### src/design/pcir_axi_pkg.sv
// ------------------------------------------------
// AXI read-channel types for the read master.
// ------------------------------------------------
package pcir_axi_pkg;

   // Fixed number of outstanding read IDs.
   localparam int unsigned num_ids = 4;

   typedef logic [15:0]                axi_id_t;
   typedef logic [$clog2(num_ids)-1:0] id_idx_t;

   // 8-byte beats on a 64-bit data bus.
   localparam int unsigned beat_bytes_log2 = 3;

   // Read address channel payload.
   typedef struct packed {
      axi_id_t     id;
      logic [63:0] addr;
      logic [7:0]  len;
      logic [2:0]  size;
   } axi_ar_t;

   // Read data channel payload.
   typedef struct packed {
      axi_id_t     id;
      logic [63:0] data;
      logic [1:0]  resp;
      logic        last;
   } axi_r_t;

endpackage

### src/design/pcir_cfg_pkg.sv
// ------------------------------------------------
// Configuration package for the host-memory read master.
// Register map, port and queue sizing, config bus types.
// ------------------------------------------------
package pcir_cfg_pkg;

   // Port and queue sizing.
   localparam int unsigned num_ports = 2;
   localparam int unsigned q_depth   = 4;

   typedef logic [$clog2(num_ports)-1:0] port_idx_t;
   typedef logic [$clog2(q_depth)-1:0]   q_idx_t;
   typedef logic [63:0]                  port_data_t;

   // Last valid entry index of each port queue.
   typedef q_idx_t [num_ports-1:0] q_size_arr_t;

   // One read instruction: base address and burst length minus one.
   typedef struct packed {
      logic [63:0] addr;
      logic [7:0]  len;
   } inst_t;

   // Config bus request and response.
   typedef struct packed {
      logic [7:0]  addr;
      logic [31:0] wdata;
      logic        wr;
      logic        rd;
   } cfg_req_t;

   typedef struct packed {
      logic        ack;
      logic [31:0] rdata;
   } cfg_rsp_t;

   // ------------------------------------------------
   // Register offsets.
   // ------------------------------------------------
   localparam logic [7:0] reg_run        = 8'h00;
   localparam logic [7:0] reg_run_cycles = 8'h04;
   localparam logic [7:0] reg_inst_count = 8'h08;
   localparam logic [7:0] reg_inst_index = 8'h0C;
   localparam logic [7:0] reg_addr_lo    = 8'h10;
   localparam logic [7:0] reg_addr_hi    = 8'h14;
   localparam logic [7:0] reg_len        = 8'h18;
   localparam logic [7:0] reg_q_size     = 8'h1C;
   // Read only.
   localparam logic [7:0] reg_dut_cycles = 8'h20;

   // Returned for unmapped offsets.
   localparam logic [31:0] bad_reg_value = 32'hDEADBEEF;

endpackage

### src/design/pcir_cfg_regs.sv
// ------------------------------------------------
// Config register bank with two-cycle acknowledge.
// Holds the run limit and counts completed DUT cycles.
// ------------------------------------------------
module pcir_cfg_regs
   import pcir_cfg_pkg::*;
(
   input  logic        clk,
   input  logic        sync_rst_n,
   input  cfg_req_t    cfg_req,
   output cfg_rsp_t    cfg_rsp,
   input  logic        dut_cycle_done,
   output logic        run,
   output port_idx_t   inst_count,
   output q_size_arr_t q_size,
   output logic        inst_wr,
   output port_idx_t   inst_index,
   output inst_t       inst_wdata
);

   // Registered request, decoded one cycle after the strobe.
   cfg_req_t    req_q;
   logic        ack_q;
   logic [31:0] rdata_q;

   // Programmed state.
   logic        run_bit;
   logic [31:0] run_limit;
   logic [63:0] addr_r;
   logic [7:0]  len_r;

   // Completed DUT cycles.
   logic [31:0] dut_cycles;

   always_ff @(posedge clk) begin
      if (!sync_rst_n) begin
         req_q <= '0;
         ack_q <= 1'b0;
      end else begin
         req_q <= cfg_req;
         // Ack lands two cycles after the strobe.
         ack_q <= req_q.wr | req_q.rd;
      end
   end

   // ------------------------------------------------
   // Register writes.
   // ------------------------------------------------
   always_ff @(posedge clk) begin
      if (!sync_rst_n) begin
         run_bit    <= 1'b0;
         run_limit  <= '0;
         inst_count <= '0;
         inst_index <= '0;
         addr_r     <= '0;
         len_r      <= '0;
         q_size     <= '0;
         inst_wr    <= 1'b0;
      end else begin
         // Writing the length commits the instruction.
         inst_wr <= req_q.wr && (req_q.addr == reg_len);
         if (req_q.wr) begin
            case (req_q.addr)
               reg_run:        run_bit <= req_q.wdata[0];
               reg_run_cycles: run_limit <= req_q.wdata;
               // A count equal to num_ports wraps to zero here.
               reg_inst_count: inst_count <= port_idx_t'(req_q.wdata);
               reg_inst_index: inst_index <= port_idx_t'(req_q.wdata);
               reg_addr_lo:    addr_r[31:0] <= req_q.wdata;
               reg_addr_hi:    addr_r[63:32] <= req_q.wdata;
               reg_len:        len_r <= req_q.wdata[7:0];
               reg_q_size:     q_size <= q_size_arr_t'(req_q.wdata[$bits(q_size_arr_t)-1:0]);
               default: ;
            endcase
         end
      end
   end

   // ------------------------------------------------
   // Readback mux, held until the next read.
   // ------------------------------------------------
   always_ff @(posedge clk) begin
      if (!sync_rst_n) begin
         rdata_q <= '0;
      end else if (req_q.rd) begin
         case (req_q.addr)
            reg_run:        rdata_q <= {31'b0, run_bit};
            reg_run_cycles: rdata_q <= run_limit;
            reg_inst_count: rdata_q <= 32'(inst_count);
            reg_inst_index: rdata_q <= 32'(inst_index);
            reg_addr_lo:    rdata_q <= addr_r[31:0];
            reg_addr_hi:    rdata_q <= addr_r[63:32];
            reg_len:        rdata_q <= {24'b0, len_r};
            reg_q_size:     rdata_q <= 32'(q_size);
            reg_dut_cycles: rdata_q <= dut_cycles;
            default:        rdata_q <= bad_reg_value;
         endcase
      end
   end

   assign cfg_rsp    = '{ack: ack_q, rdata: rdata_q};
   assign inst_wdata = '{addr: addr_r, len: len_r};

   // One count per dut_clocked that closed a delivery.
   always_ff @(posedge clk) begin
      if (!sync_rst_n) begin
         dut_cycles <= '0;
      end else if (dut_cycle_done) begin
         dut_cycles <= dut_cycles + 32'd1;
      end
   end

   // Run stops once the limit is reached.
   assign run = run_bit && (dut_cycles != run_limit);

   // The bus never carries a read and a write at once.
   a_cfg_one_strobe: assert property (@(posedge clk) disable iff (!sync_rst_n)
      !(cfg_req.wr && cfg_req.rd));

endmodule

### src/design/pcir_inst_table.sv
// ------------------------------------------------
// Instruction table, one entry per DUT read port.
// ------------------------------------------------
module pcir_inst_table
   import pcir_cfg_pkg::*;
(
   input  logic      clk,
   input  logic      wr,
   input  port_idx_t wr_index,
   input  inst_t     wdata,
   input  port_idx_t rd_index,
   output inst_t     rdata
);

   // Small memory, one instruction per port.
   inst_t mem [num_ports];

   // Config side write.
   always_ff @(posedge clk) begin
      if (wr) begin
         mem[wr_index] <= wdata;
      end
   end

   // Registered read, data follows the index by one cycle.
   always_ff @(posedge clk) begin
      rdata <= mem[rd_index];
   end

endmodule

### src/design/pcir_mstr_top.sv
// ------------------------------------------------
// Host-memory read master, top level.
// ------------------------------------------------
module pcir_mstr_top
   import pcir_cfg_pkg::*;
   import pcir_axi_pkg::*;
(
   input  logic                       clk,
   input  logic                       sync_rst_n,
   input  cfg_req_t                   cfg_req,
   output cfg_rsp_t                   cfg_rsp,
   output axi_ar_t                    ar,
   output logic                       ar_valid,
   input  logic                       ar_ready,
   input  axi_r_t                     r,
   input  logic                       r_valid,
   output logic                       r_ready,
   input  logic [num_ports-1:0]       inst_active,
   input  logic                       dut_clocked,
   output port_data_t [num_ports-1:0] port_data,
   output logic                       read_sm_active
);

   // Config outputs.
   logic        run;
   port_idx_t   inst_count;
   q_size_arr_t q_size;
   logic        inst_wr;
   port_idx_t   inst_index;
   inst_t       inst_wdata;

   // Instruction table read port.
   port_idx_t inst_rd_index;
   inst_t     inst_rdata;

   // Issue to queue handoff.
   logic                              issue;
   id_idx_t                           issue_id;
   port_idx_t                         issue_port;
   q_idx_t                            issue_entry;
   logic [num_ports-1:0][q_depth-1:0] entry_busy;
   logic [num_ids-1:0]                id_busy;
   logic                              dut_cycle_done;

   pcir_cfg_regs u_cfg_regs (
      .clk, .sync_rst_n, .cfg_req, .cfg_rsp, .dut_cycle_done, .run,
      .inst_count, .q_size, .inst_wr, .inst_index, .inst_wdata
   );

   pcir_inst_table u_inst_table (
      .clk, .wr(inst_wr), .wr_index(inst_index), .wdata(inst_wdata),
      .rd_index(inst_rd_index), .rdata(inst_rdata)
   );

   pcir_read_issue u_read_issue (
      .clk, .sync_rst_n, .run, .inst_count, .q_size, .inst_rd_index,
      .inst(inst_rdata), .entry_busy, .id_busy, .issue, .issue_id,
      .issue_port, .issue_entry, .ar, .ar_valid, .ar_ready
   );

   pcir_read_queues u_read_queues (
      .clk, .sync_rst_n, .run, .q_size, .issue, .issue_id, .issue_port,
      .issue_entry, .entry_busy, .id_busy, .r, .r_valid, .r_ready,
      .inst_active, .dut_clocked, .port_data, .read_sm_active, .dut_cycle_done
   );

endmodule

### src/design/pcir_read_issue.sv
// ------------------------------------------------
// Read-issue FSM: walks every port and entry and
// issues one AXI read per empty queue entry.
// ------------------------------------------------
module pcir_read_issue
   import pcir_cfg_pkg::*;
   import pcir_axi_pkg::*;
(
   input  logic                              clk,
   input  logic                              sync_rst_n,
   input  logic                              run,
   input  port_idx_t                         inst_count,
   input  q_size_arr_t                       q_size,
   output port_idx_t                         inst_rd_index,
   input  inst_t                             inst,
   input  logic [num_ports-1:0][q_depth-1:0] entry_busy,
   input  logic [num_ids-1:0]                id_busy,
   output logic                              issue,
   output id_idx_t                           issue_id,
   output port_idx_t                         issue_port,
   output q_idx_t                            issue_entry,
   output axi_ar_t                           ar,
   output logic                              ar_valid,
   input  logic                              ar_ready
);

   typedef enum logic [1:0] {
      st_idle,
      st_start,
      st_read_inst,
      st_addr
   } issue_state_t;

   issue_state_t state, state_nxt;

   // Walk pointer and the next ID to hand out.
   port_idx_t ptr_port;
   q_idx_t    ptr_entry;
   id_idx_t   next_id;
   logic      step;

   // Byte offset of the pointed entry within the port's buffer.
   logic [63:0] entry_off;

   always_comb begin
      state_nxt = state;
      step      = 1'b0;
      case (state)
         st_idle: begin
            if (run) state_nxt = st_start;
         end
         st_start: begin
            // Skip entries that are valid or in flight.
            if (entry_busy[ptr_port][ptr_entry]) step = 1'b1;
            else if (!id_busy[next_id]) state_nxt = st_read_inst;
         end
         // Instruction table read takes one cycle.
         st_read_inst: state_nxt = st_addr;
         st_addr: begin
            if (ar_ready) begin
               state_nxt = st_start;
               step      = 1'b1;
            end
         end
         default: state_nxt = st_idle;
      endcase
   end

   // ------------------------------------------------
   // State, pointer and ID registers.
   // ------------------------------------------------
   always_ff @(posedge clk) begin
      if (!sync_rst_n || !run) begin
         state     <= st_idle;
         ptr_port  <= '0;
         ptr_entry <= '0;
         next_id   <= '0;
      end else begin
         state <= state_nxt;
         if (step) begin
            // Last entry of the port, move to the next port.
            if (ptr_entry == q_size[ptr_port]) begin
               ptr_entry <= '0;
               if (ptr_port == port_idx_t'(inst_count - 1'b1)) ptr_port <= '0;
               else ptr_port <= ptr_port + 1'b1;
            end else begin
               ptr_entry <= ptr_entry + 1'b1;
            end
         end
         // IDs cycle round robin on each handshake.
         if (issue) next_id <= next_id + 1'b1;
      end
   end

   assign inst_rd_index = ptr_port;

   // Entries are (len + 1) beats apart.
   assign entry_off = ((64'(inst.len) + 64'd1) * 64'(ptr_entry)) << beat_bytes_log2;

   // Address channel payload, built while the instruction is out.
   always_ff @(posedge clk) begin
      if (state == st_read_inst) begin
         ar.id   <= axi_id_t'(next_id);
         ar.addr <= inst.addr + entry_off;
         ar.len  <= inst.len;
         ar.size <= 3'(beat_bytes_log2);
      end
   end

   assign ar_valid = (state == st_addr);

   // Handshake marks the entry and the ID as taken.
   assign issue       = ar_valid && ar_ready;
   assign issue_id    = next_id;
   assign issue_port  = ptr_port;
   assign issue_entry = ptr_entry;

   // Request held steady under back-pressure.
   a_ar_stable: assert property (@(posedge clk) disable iff (!sync_rst_n || !run)
      ar_valid && !ar_ready |=> ar_valid && $stable(ar));

endmodule

### src/design/pcir_read_queues.sv
// ------------------------------------------------
// Per-port read queues: response capture by ID and
// the delivery FSM that feeds the DUT each cycle.
// ------------------------------------------------
module pcir_read_queues
   import pcir_cfg_pkg::*;
   import pcir_axi_pkg::*;
(
   input  logic                              clk,
   input  logic                              sync_rst_n,
   input  logic                              run,
   input  q_size_arr_t                       q_size,
   input  logic                              issue,
   input  id_idx_t                           issue_id,
   input  port_idx_t                         issue_port,
   input  q_idx_t                            issue_entry,
   output logic [num_ports-1:0][q_depth-1:0] entry_busy,
   output logic [num_ids-1:0]                id_busy,
   input  axi_r_t                            r,
   input  logic                              r_valid,
   output logic                              r_ready,
   input  logic [num_ports-1:0]              inst_active,
   input  logic                              dut_clocked,
   output port_data_t [num_ports-1:0]        port_data,
   output logic                              read_sm_active,
   output logic                              dut_cycle_done
);

   typedef enum logic [1:0] {
      dl_idle,
      dl_busy,
      dl_wait
   } dlv_state_t;

   dlv_state_t state, state_nxt;

   // Target of each outstanding ID.
   port_idx_t [num_ids-1:0] id_port;
   q_idx_t    [num_ids-1:0] id_entry;
   logic      [num_ids-1:0] id_got_first;

   // Queue storage and status.
   port_data_t [num_ports-1:0][q_depth-1:0] q_data;
   logic       [num_ports-1:0][q_depth-1:0] q_issued;
   logic       [num_ports-1:0][q_depth-1:0] q_vld;
   q_idx_t     [num_ports-1:0]              head;
   logic       [num_ports-1:0]              sent;
   logic       [num_ports-1:0]              load;

   // Decoded response beat.
   logic      beat;
   id_idx_t   rid;
   port_idx_t r_port;
   q_idx_t    r_entry;

   // Responses are never back-pressured.
   assign r_ready = 1'b1;

   assign beat    = r_valid && r_ready;
   assign rid     = id_idx_t'(r.id);
   assign r_port  = id_port[rid];
   assign r_entry = id_entry[rid];

   assign entry_busy = q_issued | q_vld;

   // Record where each new ID's data goes.
   always_ff @(posedge clk) begin
      if (issue) begin
         id_port[issue_id]  <= issue_port;
         id_entry[issue_id] <= issue_entry;
      end
   end

   // First beat only, later beats are dropped.
   always_ff @(posedge clk) begin
      if (beat && !id_got_first[rid]) begin
         q_data[r_port][r_entry] <= r.data;
      end
   end

   // ------------------------------------------------
   // Delivery FSM.
   // ------------------------------------------------
   always_comb begin
      state_nxt = state;
      case (state)
         dl_idle: begin
            if (run) state_nxt = dl_busy;
         end
         dl_busy: begin
            // Every active port has its word.
            if (&(sent | ~inst_active)) state_nxt = dl_wait;
         end
         dl_wait: begin
            if (dut_clocked) state_nxt = dl_busy;
         end
         default: state_nxt = dl_idle;
      endcase
   end

   assign read_sm_active = (state == dl_busy);
   assign dut_cycle_done = (state == dl_wait) && dut_clocked;

   // Ports whose head entry is ready to present.
   always_comb begin
      for (int p = 0; p < num_ports; p++) begin
         load[p] = read_sm_active && inst_active[p] && !sent[p] && q_vld[p][head[p]];
      end
   end

   always_ff @(posedge clk) begin
      if (!sync_rst_n) begin
         port_data <= '0;
      end else begin
         for (int p = 0; p < num_ports; p++) begin
            if (load[p]) port_data[p] <= q_data[p][head[p]];
         end
      end
   end

   // ------------------------------------------------
   // Status bits, cleared whenever the run stops.
   // ------------------------------------------------
   always_ff @(posedge clk) begin
      if (!sync_rst_n || !run) begin
         state        <= dl_idle;
         id_busy      <= '0;
         id_got_first <= '0;
         q_issued     <= '0;
         q_vld        <= '0;
         head         <= '0;
         sent         <= '0;
      end else begin
         state <= state_nxt;
         sent  <= sent | load;
         // Last beat completes the entry and frees the ID.
         if (beat) begin
            id_got_first[rid] <= 1'b1;
            if (r.last) begin
               q_vld[r_port][r_entry]    <= 1'b1;
               q_issued[r_port][r_entry] <= 1'b0;
               id_busy[rid]              <= 1'b0;
            end
         end
         // Issue never targets an ID or entry in use.
         if (issue) begin
            id_busy[issue_id]                 <= 1'b1;
            id_got_first[issue_id]            <= 1'b0;
            q_issued[issue_port][issue_entry] <= 1'b1;
         end
         // DUT took the data, retire the head entries.
         if (dut_cycle_done) begin
            sent <= '0;
            for (int p = 0; p < num_ports; p++) begin
               if (inst_active[p]) begin
                  q_vld[p][head[p]] <= 1'b0;
                  head[p] <= (head[p] == q_size[p]) ? '0 : head[p] + 1'b1;
               end
            end
         end
      end
   end

   // Every beat answers a read that is still outstanding.
   a_r_id_busy: assert property (@(posedge clk) disable iff (!sync_rst_n || !run)
      beat |-> (r.id < num_ids) && id_busy[rid]);

endmodule

### config.mk
export PLATFORM = sky130hd
export DESIGN_NAME = pcir_mstr_top
export DESIGN_NICKNAME = d
export VERILOG_FILES = /design/src/design/pcir_axi_pkg.sv /design/src/design/pcir_cfg_pkg.sv /design/src/design/pcir_cfg_regs.sv /design/src/design/pcir_inst_table.sv /design/src/design/pcir_mstr_top.sv /design/src/design/pcir_read_issue.sv /design/src/design/pcir_read_queues.sv
export SDC_FILE = /design/constraint.sdc
export NUM_CORES = 1
export LEC_CHECK = 0
export ABC_AREA = 1
export BUFFER_PORTS_ARGS = -buffer_cell sky130_fd_sc_hd__buf_2
export CAP_MARGIN = 10
export CORE_MARGIN = 2
export CORE_UTILIZATION = 35
export DETAILED_ROUTE_END_ITERATION = 10
export GPL_TIMING_DRIVEN = 0
export PLACE_DENSITY = 0.52
export SLEW_MARGIN = 30
export SYNTH_ARGS = -nofsm -noshare
export SYNTH_HDL_FRONTEND = slang
export SYNTH_SLANG_ARGS = --single-unit
### constraint.sdc
create_clock -name clk -period 21.1 [get_ports clk]
set_input_delay 1.055 -clock clk [delete_from_list [all_inputs] [get_ports clk]]
set_output_delay 1.055 -clock clk [all_outputs]
set_load 0.01 [all_outputs]
; ---- Yosys cells after proc, flatten, opt, wreduce, memory -nomap -nowiden
; Memories as Yosys holds them, arrays and structs flattened. A register that Yosys moved wholly into a read port is not among the register bits.
; Index checks and enable logic that the tools add are counted.
[op_classes]
add_sub_neg = 9
n_mul = 1
magnitude_cmp = 16
n_eq_ne = 25
muxes = 82
bitwise_logic = 19
reduce_logical = 43
[ops]
columns = operator, n
row1 = bitwise mux 512 bit, 1
row2 = case mux 32 bit (9 select lines), 1
row3 = binary-select mux 64 bit (select 2 bit), 2
row4 = demux 256 bit (select 1 bit), 1
row5 = two-way mux 256 bit, 1
row6 = two-way mux 64 bit, 3
row7 = demux 64 bit (select 2 bit), 1
row8 = adder 64 bit, 1
row9 = multiplier 64 x 2 -> 61 bit, 1
row10 = two-way mux 8 bit, 8
row11 = two-way mux 4 bit, 13
row12 = adder 32 x 1 -> 32 bit (second input constant), 1
row13 = == test 8 x 5 -> 1 bit (second input constant), 4
row14 = inequality test 32 bit, 1
row15 = two-way mux 2 bit, 13
row16 = OR 8 bit, 3
row17 = AND reduction 2 bit, 12
row18 = logical AND 1 bit, 19
row19 = < comparator 2 x 3 -> 1 bit (second input constant), 6
row20 = two-way mux 1 bit, 17
row21 = AND 4 bit, 4
row22 = == test 8 x 4 -> 1 bit (second input constant), 2
row23 = inverter 4 bit, 4
row24 = binary-select mux 1 bit (select 2 bit), 6
row25 = other kinds (37), 70
[totals]
ff_bits = 984
mem_bits_rw = 144
in_bits = 132
output_inout_bits = 255
elab_cells = 248
mem_count = 1
[mem_list]
columns = memory, words, word_bits, read_ports, rd_clocked_by_memory_dff, wr, line_no
row1 = u_inst_table.mem, 2, 72, 1, 1, 1, pcir_inst_table.sv:16  ; inst_t mem [num_ports];

; ---- Logic depth before layout (Yosys ltp)
[logic_depth]
ltp_word = 15
depth_mapped = 26
mapped_depth_nobuf = 26

; ---- Hierarchy
; Synthesis repeated with hierarchy kept, for this count alone.
[unflattened]
hier_cells = 4737
area_unflattened_um2 = 47898.4
[modules_own_cells]
columns = mod, n_inst, cells_per_inst, area_per_inst_um2, seq_area_each_um2
row1 = pcir_read_queues, 1, 2098, 25503.2, 18938.2
row2 = pcir_cfg_regs, 1, 1399, 9746.8, 4384.2
row3 = pcir_inst_table, 1, 452, 6727.7, 5765.5
row4 = pcir_read_issue, 1, 788, 5920.7, 2362.3

; ---- Worst setup path before layout
; OpenSTA, ideal clock, no wires.
[synth_timing]
kind = input -> register
from = in r[67] (netlist name)
to = reg u_read_queues.q_data[100] (netlist name) (enable)
setup_ns = 0.645
arrival_time_ns = 7.714
required_time_ns = 20.455
slack_ns = 12.741
cell_stages = 7
n_path_buf = 0
cell_sequence = inv_1 -> nor2_2 -> inv_1 -> o22ai_1 -> a21oi_1 -> o211ai_1 -> nor4_1
[synth_between]
elab_chain_len = 4
[synth_lines]
columns = item, line_no
row1 = start: declaration, pcir_mstr_top.sv:15  ; input axi_r_t r,
row2 = binary-select mux 1 bit (select 2 bit), pcir_read_queues.sv:76  ; if (beat && !id_got_first[rid]) begin
row3 = two-way mux 1 bit (not written as such), pcir_read_queues.sv:76
row4 = zero test 1 bit, pcir_read_queues.sv:76
row5 = logical AND 1 bit, pcir_read_queues.sv:76
row6 = end signal: indexed assignment, pcir_read_queues.sv:77  ; q_data[r_port][r_entry] <= r.data;
row7 = end: declaration, pcir_read_queues.sv:43  ; port_data_t [num_ports-1:0][q_depth-1:0] q_data;
; No other way between the ends. The select of a mux whose other input is x is not followed.
; A chain may end at the register's enable or synchronous reset.

; ---- Final worst setup path
[layout_timing]
from = reg u_read_issue.ptr_entry[0], in the netlist u_read_issue.issue_entry[0]
to = reg, netlist name u_read_issue.ar[69]
[layout_between]
elab_chain_len = 2
[layout_lines]
columns = item, line_no
row1 = start: declaration, pcir_read_issue.sv:38  ; q_idx_t ptr_entry;
row2 = start signal: assignment, pcir_read_issue.sv:87  ; ptr_entry <= ptr_entry + 1'b1;
row3 = multiplier 64 x 2 -> 61 bit, pcir_read_issue.sv:98  ; assign entry_off = ((64'(inst.len) + 64'd1) * 64'(ptr_entry)) << beat_bytes_log2;
row4 = adder 64 bit, pcir_read_issue.sv:104  ; ar.addr <= inst.addr + entry_off;
; No other way between the ends.

==> flow_summary.toml <==
[outcome]
run_status = "finished clean"

[timing]
setup_viol = 0
fmax_mhz = 206
relSlewSlack_pct = 33.4
final-max-slew-violation-count = 0
setup_tns_ps = 0
period_needed_ps = 4850
min_period_over_period_pct = 23.0
worst_pin_slew_ps = 999
hold_viol = 0
rsz0062_at_grt = "false"
setup_ws_ps = 16250
final.setup_skew_ps = 28.4

[worst_setup_path]
crit_fanout = 11
critPathCaptureType = "register"
required_ps = 21590
start_kind = "register"
slowest_delay_ps = 540
critPathKind = "register to register"
path_cells = "inv_1 -> clkbuf_1 -> nor2_1 -> fa_1 -> nand3_1 -> nand2_1 -> nand2_1 -> nand2_1 -> a21oi_1 -> nor2_1 -> o21ai_0 -> nand2_1 -> nand2_1 -> nand2_1 -> ha_1 -> nand2_1 -> nor2_1 -> inv_1 -> nor3_1 -> nand2_1 -> nand2_1 -> nand3_1 -> xnor2_1"
cp_common_cell = "nand2_1"
slowest_stage = "clkbuf_1"
cp.arrival_ps = 5340

[cells_and_area]
drive_gt1_share_pct = 14.9
finalNonFillerCells = 6946
ff_latch_area_um2 = 31500
finalNetCount = 5237
final_util_pct = 42.3
final_cell_mix = "806 x nor2_1, 742 x edfxtp_1, 685 x nand2_1"
fillerInstances = 12952
area_delta_synth_final_pct = 20.0
multi_input_area_um2 = 13500
mostFrequentLayoutCell = "nor2_1"
design_area_um2 = 56300

[clock_network]
h-tree-depth = 4
cts.repair.resized = 0
clkSinkCount = 1200
ctsRootBufferMaster = "clkbuf_16"
cts_setup_buffers = 0
hold_buffers = 0
tritoncts = "built"
clk_pin_slew_ps = 60
cts_buffers = 133
insertion_delay_ps = 780
cts_buffer_depth = 3

[synthesis]
synth_fa_ha_area_share_pct = 1.18
ys_seq_area_share_pct = 67.0
synth_compound_area_share_pct = 10.4
synth_simple_gate_area_share_pct = 15.0
synth_xor_area_share_pct = 1.81
synth_mux_area_share_pct = 0
synth_ff_type = "edfxtp_1"
synthesis.yosys.warnings = 0
synth_edf_count = 742
syn_area_um2 = 46900
synth_top_family_by_area = "simple AND/OR/NAND/NOR gates"
synth_cell_types = 54
synthCells = 4503
synth-async-reset-ratio_pct = 0
syn_avg_cell_area_um2 = 10.4
ys_seq_elements = 1200

[detailed_routing]
wl_per_cell_um = 21.0
drc = 0
first_pass_iters = 6
drt_iter0_drc = 2553
drt-vias-per-instance = 4.88
wirelength_um = 146000
ant_nets = 0
num_vias = 33897

[grt]
grt_pass1_wl_um = 213000
grt_max_degree = 47
grt-ovfl-total = 0
grt_pass1_vias = 32517
antenna_found_initial = 24
grt_use_total_pct = 21.0

[placement]
pre_cts_ws_ps = 16250
port_buffers = 351
gp_congestion = 0.944
dp_cells = 6695
postPlaceCellArea_um2 = 52000
hpwlAfterDp_um = 109000

[floorplan]
start_util_pct = 35.2
die_h_um = 370
io_pins = 387
die-area_um2 = 137000
rows = 134
die_x_um = 370
placeableCoreArea_um2 = 133000

[power_and_ir_drop]
p_leak_nw = 21.9
max-vdd-ir-drop_uv = 82.1
cellPowerDensity_nw_per_um2 = 88.1

[flow_run]
max_cap_violations = 0

[worst_hold_path]
hp-class = "register to register"
## flip-flops by register name, summed over array words and instances, names as in the netlist, 4 cells and up
register,flops
u_read_queues.q_data,512
u_read_queues.q_issued,8
u_inst_table.mem,144
u_read_queues.id_entry,8
u_inst_table.rdata,72
u_cfg_regs.addr_r,64
u_cfg_regs.rdata_q,32
u_cfg_regs.q_size,4
u_read_issue.ar,74
u_read_queues.id_busy,4
u_cfg_regs.req_q,42
u_cfg_regs.run_limit,32
u_cfg_regs.dut_cycles,32
u_read_queues.id_port,4
u_read_queues.q_vld,8
u_read_queues.head,4
u_cfg_regs.len_r,8
u_read_queues.id_got_first,4
u_read_queues.port_data,128
## path summary, 6_finish.rpt
| kind | startpoint | endpoint | slack (ps) | cells past startpoint |
|---|---|---|---|---|
| hold reg to reg | u_inst_table.rdata[8]$_DFF_P_ | u_read_issue.ar[11]$_DFFE_PN_ | 410 | 0 |
| setup reg to reg | u_read_issue.issue_entry[0]$_SDFFE_PP0P_ | u_read_issue.ar[69]$_DFFE_PN_ | 16250 | 23 |
| hold / removal | u_inst_table.rdata[8]$_DFF_P_ | u_read_issue.ar[11]$_DFFE_PN_ | 410 | 0 |
| setup / recovery | u_read_issue.issue_entry[0]$_SDFFE_PP0P_ | u_read_issue.ar[69]$_DFFE_PN_ | 16250 | 23 |
## power breakdown
| group | leakage [nW] | switching, mW | internal, mW |
|---|---|---|---|
| sequential | 10.5 | 0.0158 | 2.52 |
| clock | 2.13 | 0.950 | 1.36 |
| combinational | 9.27 | 0.0842 | 0.0351 |
## stage by stage
stage	hold WS [ps]	total power [mW]
after global routing	406	5.12
after global placement	391	2.70
after detailed placement	391	2.70
after floorplan	386	2.63
after CTS	405	5.01
final	406	4.96
## logic make-up after synthesis
family / count (synthesis)
AO/OA/AOI/OAI: 904
AND/OR/NAND/NOR: 1732
other: 2
XOR/XNOR: 97
flip-flops: 1200
adder cells (fa/ha/maj): 43
buffers and inverters: 525
## critical path: cells and delay by family (launching register included)
kind	cells	cell delay (ps)
flip-flops	1	510
XOR/XNOR	1	220
AND/OR/NAND/NOR	15	1740
buffers and inverters	3	870
AO/OA/AOI/OAI	2	400
adder cells (fa/ha/maj)	2	850
## per-layer routing
| layer | track usage (%) | routed length, um | share of wire [%] |
|---|---|---|---|
| met5 | 0 | 175 | 0.12 |
| met4 | 7.52 | 4630 | 3.2 |
| met3 | 5.60 | 10500 | 7.2 |
| met2 | 35.7 | 71200 | 49 |
| met1 | 25.6 | 59700 | 41 |
## cells in the mapped netlist, drive strengths merged (2+ instances only)
master / count / share of area (%)
a211oi: 5 / 0.080
a21o: 3 / 0.048
a21oi: 150 / 1.6
a22o: 3 / 0.056
a31oi: 130 / 1.7
buf: 105 / 1.2
clkbuf: 131 / 1.1
conb: 2 / 0.016
dfxtp: 458 / 20
edfxtp: 742 / 47
fa: 2 / 0.085
ha: 41 / 1.1
inv: 288 / 2.3
nand2: 695 / 5.6
nand3: 108 / 1.2
nand3b: 7 / 0.11
nand4: 32 / 0.47
nor2: 830 / 6.8
nor3: 41 / 0.56
nor3b: 2 / 0.053
nor4: 12 / 0.16
o2111ai: 18 / 0.34
o211ai: 4 / 0.064
o21a: 2 / 0.032
o21ai: 568 / 6.1
o22ai: 15 / 0.20
o31ai: 2 / 0.032
or2: 4 / 0.053
xnor2: 42 / 0.78
xor2: 55 / 1.0
## final cells by class
type,count,share of cell area (%)
buffer,236,1.92
sequential,1200,55.8
tap,1768,3.93
multi-input combinational,2794,23.9
inverter,289,1.93
clock inverter,50,0.975
timing repair buffer,408,4.73
antenna,7,0.0311
clock buffer,194,6.78
(Power assumes the default switching activity.)
